**src/include/ym_reg_macros.svh**
```systemverilog
`ifndef YM_REG_MACROS_SVH
`define YM_REG_MACROS_SVH

//////////////////////////////////////////////////////////////
// low register addresses
`define YM_ADDR_TEST            8'h01
`define YM_ADDR_NOISE           8'h0F   // NE / NFRQ
`define YM_ADDR_CLKA1           8'h10   // timer A upper bits
`define YM_ADDR_CLKA2           8'h11   // timer A lower bits
`define YM_ADDR_CLKB            8'h12
`define YM_ADDR_TIMER           8'h14
`define YM_ADDR_LFRQ            8'h18
`define YM_ADDR_PMDAMD          8'h19
`define YM_ADDR_CTW             8'h1B

//////////////////////////////////////////////////////////////
// channel register blocks, eight addresses each
`define YM_CH_BASE_RLFLALG      8'h20
`define YM_CH_BASE_KC           8'h28
`define YM_CH_BASE_KF           8'h30
`define YM_CH_BASE_PMSAMS       8'h38

`define YM_NUM_CH               8       // channel ring length
`define YM_SLOT_W               5       // slot counter, 32 slots
`define YM_WR_GAP               6       // min cycles between host writes

`endif

```
**src/source/ym_bus_pkg.sv**
```systemverilog
`default_nettype none

// types seen on the host side of the register file
package ym_bus_pkg;

    // one write after it has crossed into the i_EMUCLK domain
    // addr_ld and data_ld are single-cycle strobes, never together
    typedef struct packed {
        logic       addr_ld;    // A0 low write
        logic       data_ld;    // A0 high write
        logic [7:0] data;       // byte captured at the strobe
    } wr_evt_t;

endpackage

`default_nettype wire

```
**src/source/ym_param_pkg.sv**
```systemverilog
`default_nettype none

// register contents as seen by the rest of the chip
package ym_param_pkg;

    // register 0x19 carries either PMD or AMD
    typedef union packed {
        logic [7:0] raw;
        struct packed {
            logic       sel;    // 1 selects PMD, 0 selects AMD
            logic [6:0] depth;
        } f;
    } pmdamd_u;

    //////////////////////////////////////////////////////////////
    // global settings from the low address range
    typedef struct packed {
        logic [7:0] test;       // 0x01
        logic       ne;         // 0x0F[7]
        logic [4:0] nfrq;       // 0x0F[4:0]
        logic [7:0] clka1;      // 0x10
        logic [1:0] clka2;      // 0x11[1:0]
        logic [7:0] clkb;       // 0x12
        logic [5:0] timerctrl;  // 0x14[5:0]
        logic [7:0] lfrq;       // 0x18
        logic [6:0] pmd;        // 0x19, bit 7 set
        logic [6:0] amd;        // 0x19, bit 7 clear
        logic [1:0] ct;         // 0x1B[7:6]
        logic [1:0] w;          // 0x1B[1:0]
    } lowreg_t;

    //////////////////////////////////////////////////////////////
    // per channel parameters, 0x20..0x3F
    typedef struct packed {
        logic [1:0] rl;         // output enables
        logic [2:0] fl;         // feedback level
        logic [2:0] alg;        // algorithm
        logic [6:0] kc;         // key code
        logic [5:0] kf;         // key fraction
        logic [2:0] pms;        // phase mod sensitivity
        logic [1:0] ams;        // amplitude mod sensitivity
    } ch_t;

endpackage

`default_nettype wire

```
**src/source/ym_bus_front.sv**
```systemverilog
`timescale 1ns/1ps
`default_nettype none

module ym_bus_front (
    input  wire                 i_EMUCLK,
    input  wire                 mrst_n,

    input  wire                 i_cs_n,
    input  wire                 i_wr_n,
    input  wire                 i_a0,
    input  wire  [7:0]          i_d,

    output ym_bus_pkg::wr_evt_t o_wr
);

//////////////////////////////////////////////////////////////
// host write capture

logic           wr_stb;
logic   [7:0]   byte_q;         // held until the next write
logic   [1:0]   req;            // [0] address, [1] data
logic   [1:0]   req_set;

assign wr_stb  = ~i_cs_n & ~i_wr_n;
assign req_set = {i_a0, ~i_a0} & {2{wr_stb}};

always_ff @(posedge i_EMUCLK or negedge mrst_n) begin
    if (!mrst_n) begin
        byte_q <= 8'h00;
    end
    else if (wr_stb) begin
        byte_q <= i_d;
    end
end

//////////////////////////////////////////////////////////////
// two-stage synchronizer and load strobes

logic   [1:0]   sync0;
logic   [1:0]   sync1;
logic   [1:0]   ld_q;

always_ff @(posedge i_EMUCLK or negedge mrst_n) begin
    if (!mrst_n) begin
        req   <= 2'b00;
        sync0 <= 2'b00;
        sync1 <= 2'b00;
        ld_q  <= 2'b00;
    end
    else begin
        // request drops once the second stage has it
        req   <= req_set | (req & ~sync1);
        sync0 <= req;
        sync1 <= sync0;

        // req is still up only in the first cycle sync1 is high
        ld_q  <= sync1 & req;
    end
end

assign o_wr.addr_ld = ld_q[0];
assign o_wr.data_ld = ld_q[1];
assign o_wr.data    = byte_q;

endmodule

`default_nettype wire

```
**src/source/ym_chreg_ring.sv**
```systemverilog
`timescale 1ns/1ps
`default_nettype none

`include "ym_reg_macros.svh"

module ym_chreg_ring (
    input  wire                      i_EMUCLK,
    input  wire                      mrst_n,

    input  wire ym_bus_pkg::wr_evt_t i_wr,
    input  wire                      i_cycle_31,

    output logic [`YM_SLOT_W-1:0]    o_slot,
    output ym_param_pkg::ch_t        o_ch
);

localparam int         NUM_CH       = `YM_NUM_CH;
localparam int         CH_W         = $clog2(NUM_CH);
localparam int         TAP          = NUM_CH - 2;      // see ring timing below
localparam logic [7:0] BASE_RLFLALG = `YM_CH_BASE_RLFLALG;
localparam logic [7:0] BASE_KC      = `YM_CH_BASE_KC;
localparam logic [7:0] BASE_KF      = `YM_CH_BASE_KF;
localparam logic [7:0] BASE_PMSAMS  = `YM_CH_BASE_PMSAMS;

//////////////////////////////////////////////////////////////
// high address / data hold

logic   [4:0]   hi_addr;        // offset inside 0x20..0x3F
logic           hi_addr_vld;
logic   [7:0]   hi_data;
logic           hi_data_vld;
logic           hi_range;

assign hi_range = i_wr.data[7:5] == BASE_RLFLALG[7:5];

always_ff @(posedge i_EMUCLK or negedge mrst_n) begin
    if (!mrst_n) begin
        hi_addr     <= 5'd0;
        hi_addr_vld <= 1'b0;
        hi_data     <= 8'h00;
        hi_data_vld <= 1'b0;
    end
    else begin
        if (i_wr.addr_ld) begin
            hi_addr_vld <= hi_range;    // low address drops it
            hi_data_vld <= 1'b0;
            if (hi_range) begin
                hi_addr <= i_wr.data[4:0];
            end
        end
        else if (i_wr.data_ld && hi_addr_vld) begin
            hi_data     <= i_wr.data;
            hi_data_vld <= 1'b1;
        end
    end
end

//////////////////////////////////////////////////////////////
// slot counter and registered slot match

logic   [`YM_SLOT_W-1:0]    slot_q;
logic                       ch_hit;
logic   en_rlflalg, en_kc, en_kf, en_pmsams;

assign ch_hit = hi_data_vld & (hi_addr[CH_W-1:0] == slot_q[CH_W-1:0]);

always_ff @(posedge i_EMUCLK or negedge mrst_n) begin
    if (!mrst_n) begin
        slot_q     <= '0;
        en_rlflalg <= 1'b0;
        en_kc      <= 1'b0;
        en_kf      <= 1'b0;
        en_pmsams  <= 1'b0;
    end
    else begin
        slot_q     <= i_cycle_31 ? '0 : slot_q + 1'b1;    // wraps at 32
        en_rlflalg <= ch_hit & (hi_addr[4:3] == BASE_RLFLALG[4:3]);
        en_kc      <= ch_hit & (hi_addr[4:3] == BASE_KC[4:3]);
        en_kf      <= ch_hit & (hi_addr[4:3] == BASE_KF[4:3]);
        en_pmsams  <= ch_hit & (hi_addr[4:3] == BASE_PMSAMS[4:3]);
    end
end

//////////////////////////////////////////////////////////////
// channel ring
// with slot n, the last stage holds channel n-1 (match was registered)
// so stage k holds channel n-2-k, and channel n sits at stage NUM_CH-2

ym_param_pkg::ch_t [NUM_CH-1:0] ring;
ym_param_pkg::ch_t              ring_in;

always_comb begin
    ring_in = ring[NUM_CH-1];           // recirculate
    if (en_rlflalg) begin
        ring_in.rl  = hi_data[7:6];
        ring_in.fl  = hi_data[5:3];
        ring_in.alg = hi_data[2:0];
    end
    if (en_kc) begin
        ring_in.kc = hi_data[6:0];
    end
    if (en_kf) begin
        ring_in.kf = hi_data[7:2];
    end
    if (en_pmsams) begin
        ring_in.pms = hi_data[6:4];
        ring_in.ams = hi_data[1:0];     // no AMS enable gating here
    end
end

always_ff @(posedge i_EMUCLK or negedge mrst_n) begin
    if (!mrst_n) begin
        ring <= '0;
    end
    else begin
        ring <= {ring[NUM_CH-2:0], ring_in};
    end
end

assign o_slot = slot_q;
assign o_ch   = ring[TAP];

endmodule

`default_nettype wire

```
**src/source/ym_lowreg_bank.sv**
```systemverilog
`timescale 1ns/1ps
`default_nettype none

`include "ym_reg_macros.svh"

module ym_lowreg_bank (
    input  wire                  i_EMUCLK,
    input  wire                  mrst_n,

    input  wire ym_bus_pkg::wr_evt_t i_wr,

    output ym_param_pkg::lowreg_t o_low,
    output logic                 o_lfrq_update
);

//////////////////////////////////////////////////////////////
// address latch

logic   [7:0]   addr_q;
logic           addr_vld;       // set by the first address write

always_ff @(posedge i_EMUCLK or negedge mrst_n) begin
    if (!mrst_n) begin
        addr_q   <= 8'h00;
        addr_vld <= 1'b0;
    end
    else if (i_wr.addr_ld) begin
        addr_q   <= i_wr.data;
        addr_vld <= 1'b1;
    end
end

logic                   wr_hit;     // data write to the latched address
ym_param_pkg::pmdamd_u  reg19;

assign wr_hit     = i_wr.data_ld & addr_vld;
assign reg19.raw  = i_wr.data;

// one pulse per data write to LFRQ
assign o_lfrq_update = wr_hit & (addr_q == `YM_ADDR_LFRQ);

//////////////////////////////////////////////////////////////
// static global registers

always_ff @(posedge i_EMUCLK or negedge mrst_n) begin
    if (!mrst_n) begin
        o_low <= '0;
    end
    else if (wr_hit) begin
        case (addr_q)
            `YM_ADDR_TEST: begin
                o_low.test <= i_wr.data;
            end
            `YM_ADDR_NOISE: begin
                o_low.ne   <= i_wr.data[7];
                o_low.nfrq <= i_wr.data[4:0];
            end
            `YM_ADDR_CLKA1: begin
                o_low.clka1 <= i_wr.data;
            end
            `YM_ADDR_CLKA2: begin
                o_low.clka2 <= i_wr.data[1:0];
            end
            `YM_ADDR_CLKB: begin
                o_low.clkb <= i_wr.data;
            end
            `YM_ADDR_TIMER: begin
                o_low.timerctrl <= i_wr.data[5:0];  // CSM bit not kept
            end
            `YM_ADDR_LFRQ: begin
                o_low.lfrq <= i_wr.data;
            end
            `YM_ADDR_PMDAMD: begin
                // bit 7 picks which of the two registers is loaded
                if (reg19.f.sel) begin
                    o_low.pmd <= reg19.f.depth;
                end
                else begin
                    o_low.amd <= reg19.f.depth;
                end
            end
            `YM_ADDR_CTW: begin
                o_low.ct <= i_wr.data[7:6];
                o_low.w  <= i_wr.data[1:0];
            end
            default: begin
                // nothing kept for other low addresses
            end
        endcase
    end
end

endmodule

`default_nettype wire

```
**src/source/ym_reg_top.sv**
```systemverilog
`timescale 1ns/1ps
`default_nettype none

`include "ym_reg_macros.svh"

module ym_reg_top (
    input  wire                         i_EMUCLK,
    input  wire                         mrst_n,

    // host bus
    input  wire                         i_cs_n,
    input  wire                         i_wr_n,
    input  wire                         i_a0,
    input  wire  [7:0]                  i_d,

    // timing generator
    input  wire                         i_cycle_31,

    output wire ym_param_pkg::lowreg_t  o_low,
    output wire                         o_lfrq_update,
    output wire  [`YM_SLOT_W-1:0]       o_slot,
    output wire ym_param_pkg::ch_t      o_ch
);

wire ym_bus_pkg::wr_evt_t  wr_evt;     // synchronized write, to both banks

ym_bus_front u_bus_front (
    .i_EMUCLK       (i_EMUCLK),
    .mrst_n         (mrst_n),
    .i_cs_n         (i_cs_n),
    .i_wr_n         (i_wr_n),
    .i_a0           (i_a0),
    .i_d            (i_d),
    .o_wr           (wr_evt)
);

ym_lowreg_bank u_lowreg_bank (
    .i_EMUCLK       (i_EMUCLK),
    .mrst_n         (mrst_n),
    .i_wr           (wr_evt),
    .o_low          (o_low),
    .o_lfrq_update  (o_lfrq_update)
);

ym_chreg_ring u_chreg_ring (
    .i_EMUCLK       (i_EMUCLK),
    .mrst_n         (mrst_n),
    .i_wr           (wr_evt),
    .i_cycle_31     (i_cycle_31),
    .o_slot         (o_slot),
    .o_ch           (o_ch)
);

endmodule

`default_nettype wire
```
**config.mk**
```make
export PLATFORM = sky130hd
export DESIGN_NAME = ym_reg_top
export DESIGN_NICKNAME = d
export VERILOG_FILES = /design/src/source/ym_bus_pkg.sv /design/src/source/ym_param_pkg.sv /design/src/source/ym_bus_front.sv /design/src/source/ym_chreg_ring.sv /design/src/source/ym_lowreg_bank.sv /design/src/source/ym_reg_top.sv
export VERILOG_INCLUDE_DIRS = /design/src /design/src/include
export SDC_FILE = /design/constraint.sdc
export NUM_CORES = 1
export LEC_CHECK = 0
export CELL_PAD_IN_SITES_DETAIL_PLACEMENT = 1
export CELL_PAD_IN_SITES_GLOBAL_PLACEMENT = 2
export CORE_MARGIN = 2
export CORE_UTILIZATION = 50
export DETAILED_ROUTE_END_ITERATION = 8
export DONT_BUFFER_PORTS = 1
export GPL_TIMING_DRIVEN = 1
export PLACE_DENSITY = 0.84
export SLEW_MARGIN = 25
export SYNTH_ARGS = -nofsm -noshare
export SYNTH_HDL_FRONTEND = slang
export SYNTH_SLANG_ARGS = --single-unit
```
**constraint.sdc**
```tcl
create_clock -name i_EMUCLK -period 3.29 [get_ports i_EMUCLK]
set_clock_uncertainty 0.1 [all_clocks]
set_input_delay 0.1645 -clock i_EMUCLK [delete_from_list [all_inputs] [get_ports i_EMUCLK]]
set_output_delay 0.1645 -clock i_EMUCLK [all_outputs]
set_load 0.1 [all_outputs]
```
==> impl_metrics.csv, run 1 <==
group,metric,value,unit
detailed_routing,routed-via-count,4387,
detailed_routing,ant_nets,0,
detailed_routing,drc_errors,0,
sta,maxSlewViolCount,0,
synthesis,synthCells,545,
global_route,grt_max_degree,322,
detailed_routing,vias_per_cell,5.143,
die,num_rows,51,
pwr,ir_drop,0.4151,mV
detailed_routing,drt_pass1_iterations,4,
detailed_routing,drt_iter0_drc,167,
die,core-area,19590,sq um
critical_path,required,3.03,ns
synthesis,synth-edff-count,0,
clock_tree,cts_setup_buffers,0,
run_status,violations,"hold timing",
sta,finalHoldViolations,321,
clock_tree,cts_root_buf,"clkbuf_16",
clock_tree,cts_buffer_depth,3,
sta,fin_tns_setup,0,ns
die,die_h,145.8,microns
finish,layout_common_cells,"321 x dfrtp_1, 117 x mux2_2, 35 x clkbuf_16, 20 x dlygate4sd3_1, 8 x clkinv_2",
finish,layout_commonest_cell,"dfrtp_1",
sta,maxSlewHeadroom,0.3319,
die,start_util,0.5134,
synthesis,synth_area_per_cell,18.46,sq um
global_route,grt_antenna_before_repair,0,
synthesis,synth-seq-cells,321,
synthesis,ys_warn_count,0,
critical_path,critPathArrivalTime,2.38,ns
clock_tree,clk_pin_slew,0.06,ns
critical_path,path_max_fanout,9,
die,die_w,145.8,microns
sta,post-route-period-util,0.8041,
sta,worst_pin_slew,1.002,ns
synthesis,synthFlopType,"dfrtp_1",
clock_tree,clk_latency,0.50,ns
global_route,grt_pass1_wl,31990,microns
sta,clock.fmax,0.3780,GHz
sta,finalSetupViolations,0,
die,die_area,21270,sq um
finish,drive_above_1_share,0.3129,
detailed_routing,wirelength,20520,microns
finish,fillCellCount,1669,
critical_path,r2r_setup_slack,1.21,ns
synthesis,async_reset_ff_frac,1.000,
clock_tree,cts_made_buffers,34,
place,numPortBuffers,0,
clock_tree,cts_max_level,2,
pwr,p_leak,5.890,nW
min_path,worstHoldPathType,"in -> async",
synthesis,synthesis.nets,560,
clock_tree,cts_tree,"yes",
sta,fin_crit,2.645,ns
pwr,power.density,832.9,nW/um^2
critical_path,worstSetupEndpointType,"primary output",
run,max_cap_viol_count,0,
synthesis,seq_area_frac_synth,0.7986,
synthesis,yosysUniqueCellTypes,32,
clock_tree,hold_buffers,20,
sta,hold_slack,-0.7515,ns
synthesis,syn_area,10060,sq um
die,io_pins,110,
place,post-dp-hpwl,11000,microns
finish,antenna_cells,0,
global_route,grt_pass1_vias,5091,
clock_tree,post_cts_resized,0,
global_route,globalRouteOverflowTotal,0,
place,gp_congestion,0.7351,
critical_path,crit_path_start_kind,"flip-flop",
global_route,track_usage,0.1997,
sta,rsz0062_at_grt,"no",
finish,area_growth,14.38,%
critical_path,critical_path_class,"reg -> out",
detailed_routing,avgRoutedWirePerCell,24.06,microns
finish,nNetsFinal,579,
clock_tree,clkSinkCount,321,
run_status,status,"finished, violations left",
==> synth_stat cells, types with 2 or more instances <==
master,n,share of area
and2_1,2,0.0012
and4_1,2,0.0017
buf_2,6,0.0030
buf_4,26,0.019
clkbuf_1,9,0.0034
dfrtp_1,321,0.80
inv_1,7,0.0026
mux2_2,117,0.13
nand2_1,4,0.0015
nand3_1,4,0.0020
nand4_1,5,0.0031
nand4b_1,2,0.0017
nor2_1,7,0.0026
nor2b_1,4,0.0025
nor3_1,4,0.0020
o21ai_0,4,0.0020
or2_2,2,0.0012
xnor2_1,4,0.0035
xor2_1,2,0.0017
==> path summary, 6_finish.rpt <==
| check | depth (start not counted) | start | end |
|---|---|---|---|
| worst max-delay path | 4 | u_lowreg_bank.addr_q[5] | o_lfrq_update |
| worst min-delay path | 0 | mrst_n | u_chreg_ring.o_ch[23] |
| worst max register to register | 3 | u_lowreg_bank.addr_q[5] | u_lowreg_bank.o_low[59] |
| worst min register to register | 0 | u_chreg_ring.ring[89] | u_chreg_ring.ring[115] |
| max in group asynchronous | 0 | mrst_n | u_lowreg_bank.addr_q[2] |
| min in group i_EMUCLK | 2 | i_cs_n | u_bus_front.req[0] |
==> metrics by stage <==
step | instances | setup WS, ns | util | area (sq um) | power (mW)
2_1_floorplan | 545 | 1.151 | - | 10060 | 5.567
3_3_place_gp | 773 | 1.282 | 0.5188 | 10160 | 5.697
3_5_place_dp | 773 | 1.160 | 0.5188 | 10160 | 5.755
4_1_cts | 853 | 0.6197 | 0.5873 | 11500 | 9.693
5_1_grt | 853 | 0.5145 | 0.5873 | 11500 | 9.951
6_report | 853 | 0.6446 | 0.5873 | 11500 | 9.582
==> per-layer routing <==
metal / track usage / up-vias / routed length [microns]
met5: 0 / - / 0
met4: 0.05392 / 0 / 408
met3: 0.06395 / 35 / 1345
met2: 0.3314 / 115 / 10070
met1: 0.2565 / 2404 / 8692
li1: - / 1833 / -
==> sequential cells by signal, summed over array words and instances (netlist names), 2 cells and up <==
signal	count
u_bus_front.byte_q	8
u_chreg_ring.hi_addr	5
u_bus_front.sync0	2
u_bus_front.ld_q	2
u_chreg_ring.ring	182
u_chreg_ring.hi_data	8
u_lowreg_bank.addr_q	8
u_chreg_ring.o_slot	5
u_bus_front.req	2
u_bus_front.sync1	2
u_lowreg_bank.o_low	64
u_chreg_ring.o_ch	26
==> power by group <==
group | total [mW] | internal (mW) | switching (mW)
registers | 5.27 | 4.29 | 0.977
logic | 0.472 | 0.289 | 0.183
clock network | 3.84 | 2.30 | 1.55
==> worst max-delay path, stage by stage, from the launching register on <==
cell	delay [ns]
dfrtp_1	0.42
nor4b_4	0.47
nand4b_1	0.51
inv_1	0.18
buf_4	0.31
==> logic make-up after synthesis <==
logic type | count (synthesis) | synth area share
flops | 321 | 0.7986
xor+xnor | 6 | 0.005224
buf+inv | 49 | 0.02886
simple gates | 45 | 0.03147
fa+ha+maj | 1 | 0.001244
mux | 117 | 0.1310
compound gates | 6 | 0.003608
==> area by class of cell <==
class,instances,area [sq um],share of cell area
clock buffer,44,949.7,0.08254
sequential,321,8033,0.6982
multi-input combinational,175,1735,0.1508
tap,265,331.6,0.02882
clock inverter,16,191.4,0.01664
timing repair buffer,25,237.7,0.02066
inverter,7,26.28,0.002284
Note: power is estimated with default switching activity, not from simulation.
==> inputs of run 2 (changes only) <==
- CORE_UTILIZATION: 50 -> 42
- PLACE_DENSITY: 0.84 -> 0.76
- clock period: 3.29 -> 2.3 ns (I/O delays scaled with it)
==> impl_metrics.csv, run 2 (synthesis results as in run 1) <==
group,metric,value,unit
run_status,status,"finished, violations left",
run_status,violations,"hold timing",
sta,fin_tns_setup,0,ns
clock_tree,clkSinkCount,321,
finish,largest_reg_flops,182,
detailed_routing,drt_pass1_iterations,4,
place,pre_cts_slack,0.1967,ns
clock_tree,cts_max_level,2,
critical_path,cp-startpoint,"u_lowreg_bank.addr_q[1]",
critical_path,max_stage_delay,0.47,ns
critical_path,required,2.09,ns
global_route,grt_pass1_wl,31980,microns
critical_path,path_max_fanout,9,
sta,maxSlewViolCount,0,
min_path,worstHoldPathType,"in -> async",
clock_tree,clk_latency,0.51,ns
finish,regArea,8033,sq um
pwr,ir_drop,0.7096,mV
finish,layout_commonest_cell,"dfrtp_1",
pwr,netSwitchingPower,3.793,mW
die,die_area,25200,sq um
critical_path,crit_path_top_delay_cell,"dfrtp_1",
critical_path,cp-endpoint,"o_lfrq_update",
run,max_cap_viol_count,0,
detailed_routing,vias_per_cell,4.700,
global_route,globalRouteOverflowTotal,0,
clock_tree,cts_tree,"yes",
pwr,power_frac_comb,0.129,
finish,regMostFlops,"u_chreg_ring.ring",
pwr,p_sw_frac,0.2751,
detailed_routing,wirelength,20260,microns
clock_tree,hold_buffers,15,
critical_path,path_cells,"and4bb_1 > nand4b_1 > buf_4 > inv_1 > buf_12",
sta,worst_pin_slew,0.7738,ns
finish,layout_common_cells,"321 x dfrtp_1, 117 x mux2_2, 104 x buf_4, 35 x clkbuf_16, 15 x dlygate4sd3_1",
critical_path,crit_path_start_kind,"flip-flop",
pwr,internal_power,9.995,mW
place,numPortBuffers,0,
pwr,p_leak,6.396,nW
global_route,grt_antenna_before_repair,0,
sta,fin_crit,2.199,ns
critical_path,worstSetupEndpointType,"primary output",
critical_path,r2r_cells,3,
sta,hold_slack,-0.7998,ns
pwr,power.density,1123,nW/um^2
global_route,grt_max_degree,322,
pwr,pwr-share-seq,0.480,
critical_path,r2r_setup_slack,0.18,ns
place,gp_congestion,0.6930,
detailed_routing,drt_iter0_drc,175,
place,dpl.cell_count,926,
global_route,grt_pass1_vias,5466,
pwr,clockPowerShare,0.391,
sta,post-route-period-util,0.9562,
finish,fin_cells,1001,
die,core-area,23470,sq um
finish,nNetsFinal,674,
die,io_pins,110,
die,num_rows,56,
finish,multiInputGateArea,1735,sq um
finish,drive_above_1_share,0.4112,
sta,worst_slack,0.1007,ns
clock_tree,cts_root_buf,"clkbuf_16",
global_route,track_usage,0.1673,
finish,design_area,12280,sq um
sta,rsz0062_at_grt,"no",
critical_path,critical_path_class,"reg -> out",
critical_path,r2r-start,"u_lowreg_bank.addr_q[5]",
finish,area_growth,22.04,%
detailed_routing,routed-via-count,4705,
clock_tree,post_cts_resized,0,
detailed_routing,ant_nets,0,
die,start_util,0.4285,
sta,finalHoldViolations,321,
clock_tree,clk_pin_slew,0.06,ns
detailed_routing,avgRoutedWirePerCell,20.24,microns
sta,maxSlewHeadroom,0.4842,
place,post-dp-hpwl,12070,microns
clock_tree,cts_buffer_depth,3,
detailed_routing,drc_errors,0,
critical_path,r2r_end,"u_lowreg_bank.o_low[56]",
sta,finalSetupViolations,0,
die,die_w,158.8,microns
place,placed_area,10990,sq um
finish,fillCellCount,2153,
sta,clock.fmax,0.4547,GHz
finish,utilization,0.5230,
die,die_h,158.8,microns
critical_path,critPathArrivalTime,1.98,ns
clock_tree,cts_made_buffers,34,
-- run 2: worst min path at each step --
| stage | from | cells past startpoint | slack, ns | to |
|---|---|---|---|---|
| after detailed placement | mrst_n | 0 | -0.27 | u_chreg_ring.ring[142] |
| final | mrst_n | 0 | -0.80 | u_chreg_ring.ring[146] |
| after CTS | mrst_n | 0 | -0.82 | u_chreg_ring.ring[65] |
| after global placement | mrst_n | 0 | -0.27 | u_chreg_ring.o_ch[16] |
| after floorplan | mrst_n | 0 | -0.28 | u_bus_front.byte_q[0] |
| after global routing | mrst_n | 0 | -0.82 | u_chreg_ring.ring[205] |
-- run 2: power by group through the flow --
stage	Combinational, mW	Clock [mW]	Sequential, mW
floorplan	0.748	0	7.22
global placement	1.69	0	6.66
detailed placement	1.74	0	6.72
CTS	1.79	5.56	6.63
global route	1.86	5.79	6.69
finish	1.78	5.39	6.62
-- run 2: layer usage --
metal / vias to the layer above / global-route usage / wire [microns]
li1: 2030 / - / -
met4: 0 / 0.05213 / 382
met5: - / 0 / 0
met1: 2519 / 0.2127 / 8606
met2: 123 / 0.2709 / 9775
met3: 33 / 0.05878 / 1492
-- run 2: area by class of cell --
type                            instances  area share
Antenna cell                            1   0.0002039
Clock buffer                           50     0.08246
Multi-Input combinational cell        175      0.1414
Timing Repair Buffer                  120     0.07746
Clock inverter                          8    0.009479
Tap cell                              319     0.03251
Sequential cell                       321      0.6544
Inverter                                7    0.002140
-- run 2: worst max-delay path, delay by kind of cell, from the launching register on --
kind / cells / cell delay, ns
AND/OR/NAND/NOR: 2 / 0.52
buffers and inverters: 3 / 0.48
flip-flops: 1 / 0.47
-- run 2: repair_timing --
item                                    4_1_cts  5_1_grt
hold endpoints to repair                    336      321
setup buffers                                 1        0
endpoints found under the setup margin        1        0
-- run 2: stage by stage --
| step | power, mW | hold slack [ns] |
|---|---|---|
| 2_1_floorplan | 7.964 | -0.2806 |
| 3_3_place_gp | 8.359 | -0.2696 |
| 3_5_place_dp | 8.454 | -0.2722 |
| 4_1_cts | 13.98 | -0.8205 |
| 5_1_grt | 14.34 | -0.8242 |
| 6_report | 13.79 | -0.7998 |
==> inputs of run 3 (changes only) <==
- CORE_MARGIN: 2 -> unset
==> impl_metrics.csv, run 3 (synthesis results as in run 1) <==
group,metric,value,unit
run_status,status,"finished, violations left",
run_status,violations,"hold timing",
sta,worst_pin_slew,0.7484,ns
sta,fin_crit,2.211,ns
clock_tree,hold_buffers,13,
place,dpl.cell_count,927,
min_path,worstHoldPathType,"in -> async",
finish,regMostFlops,"u_chreg_ring.ring",
detailed_routing,drt_pass1_iterations,4,
place,numPortBuffers,0,
finish,layout_commonest_cell,"dfrtp_1",
detailed_routing,avgRoutedWirePerCell,20.35,microns
global_route,grt_antenna_before_repair,0,
die,core-area,23470,sq um
clock_tree,cts_made_buffers,34,
finish,utilization,0.5247,
critical_path,critPathArrivalTime,2.00,ns
place,post-dp-hpwl,12030,microns
clock_tree,clkSinkCount,321,
sta,post-route-period-util,0.9612,
die,die_area,24570,sq um
global_route,grt_max_degree,322,
finish,drive_above_1_share,0.4215,
die,num_rows,56,
finish,area_growth,22.44,%
critical_path,crit_path_top_delay_cell,"dfrtp_1",
finish,nNetsFinal,680,
clock_tree,cts_buffer_depth,3,
place,gp_congestion,0.7140,
critical_path,critical_path_class,"reg -> out",
finish,layout_common_cells,"321 x dfrtp_1, 117 x mux2_2, 111 x buf_4, 35 x clkbuf_16, 13 x dlygate4sd3_1",
place,pre_cts_slack,0.1924,ns
die,die_h,156.8,microns
finish,design_area,12320,sq um
sta,finalHoldViolations,321,
pwr,power.density,1121,nW/um^2
place,placed_area,10990,sq um
detailed_routing,vias_per_cell,4.715,
critical_path,crit_buf_inv,4,
sta,maxSlewViolCount,0,
run,max_cap_viol_count,0,
pwr,p_leak,6.432,nW
clock_tree,cts_tree,"yes",
clock_tree,clk_pin_slew,0.06,ns
sta,hold_slack,-0.8021,ns
global_route,grt_pass1_wl,32200,microns
finish,antenna_cells,0,
critical_path,worstSetupEndpointType,"primary output",
detailed_routing,drc_errors,0,
clock_tree,cts_max_level,2,
clock_tree,cts_root_buf,"clkbuf_16",
critical_path,crit_family,"buffers and inverters",
global_route,track_usage,0.1771,
die,io_pins,110,
sta,maxSlewHeadroom,0.5011,
critical_path,max_stage_delay,0.42,ns
die,start_util,0.4285,
critical_path,crit_path_start_kind,"flip-flop",
detailed_routing,wirelength,20490,microns
critical_path,path_cells,"nor4b_4 > buf_4 > nand4b_1 > buf_6 > inv_1 > buf_12",
sta,fin_tns_setup,0,ns
detailed_routing,ant_nets,0,
sta,finalSetupViolations,0,
critical_path,path_max_fanout,8,
finish,largest_reg_flops,182,
global_route,grt_pass1_vias,5488,
finish,fin_cells,1007,
global_route,globalRouteOverflowTotal,0,
clock_tree,clk_latency,0.51,ns
critical_path,required,2.09,ns
sta,worst_slack,0.08918,ns
sta,clock.fmax,0.4523,GHz
pwr,power,13.81,mW
detailed_routing,routed-via-count,4748,
detailed_routing,drt_iter0_drc,238,
die,die_w,156.8,microns
pwr,ir_drop,0.6659,mV
-- run 3: worst reg2reg max path, stage by stage, from the launching register on --
cell	delay [ns]
dfrtp_1	0.43
or4_4	0.60
nor4_4	0.45
mux2_2	0.41
-- run 3: timing repair --
item / 4_1_cts / 5_1_grt
buffers inserted: 1 / 7
endpoints found under the setup margin: 1 / 1
endpoints found under the hold margin: 336 / 321
resized for setup: 0 / 1
pin swaps: 1 / 0
gates cloned: 0 / 0
-- run 3: path summary, 6_finish.rpt --
kind | cells after the start | slack [ns] | to | startpoint
setup reg to reg | 3 | 0.19 | u_lowreg_bank.o_low[56] | u_lowreg_bank.addr_q[5]
hold reg to reg | 0 | 0.24 | u_chreg_ring.ring[37] | u_chreg_ring.ring[11]
max in group asynchronous | 0 | 2.48 | u_bus_front.sync1[1] | mrst_n
hold / removal | 0 | -0.80 | u_chreg_ring.ring[205] | mrst_n
min in group i_EMUCLK | 2 | 0.19 | u_bus_front.req[0] | i_cs_n
setup / recovery | 6 | 0.09 | o_lfrq_update | u_lowreg_bank.addr_q[6]
-- run 3: layer usage --
metal  wire (microns)  track usage  vias to the layer above
met3             1466      0.05234                       42
li1                 -            -                     2042
met2            10010       0.2906                      143
met5                0            0                        -
met4              451      0.05415                        0
met1             8562       0.2268                     2521
-- run 3: where the power goes --
part | internal, mW | leakage [nW] | switching [mW]
combinational | 0.561 | 1.45 | 1.21
sequential | 6.16 | 4.42 | 0.480
clock | 3.28 | 0.562 | 2.12
total | 10.0 | 6.43 | 3.81
-- run 3: area by class of cell --
| cell class | count | area [sq um] |
|---|---|---|
| Timing Repair Buffer | 126 | 994.7 |
| Clock inverter | 10 | 118.9 |
| Clock buffer | 49 | 1008 |
| Inverter | 7 | 26.28 |
| Tap cell | 319 | 399.1 |
| Sequential cell | 321 | 8033 |
| Fill cell | 2147 | 11160 |
| Multi-Input combinational cell | 175 | 1735 |
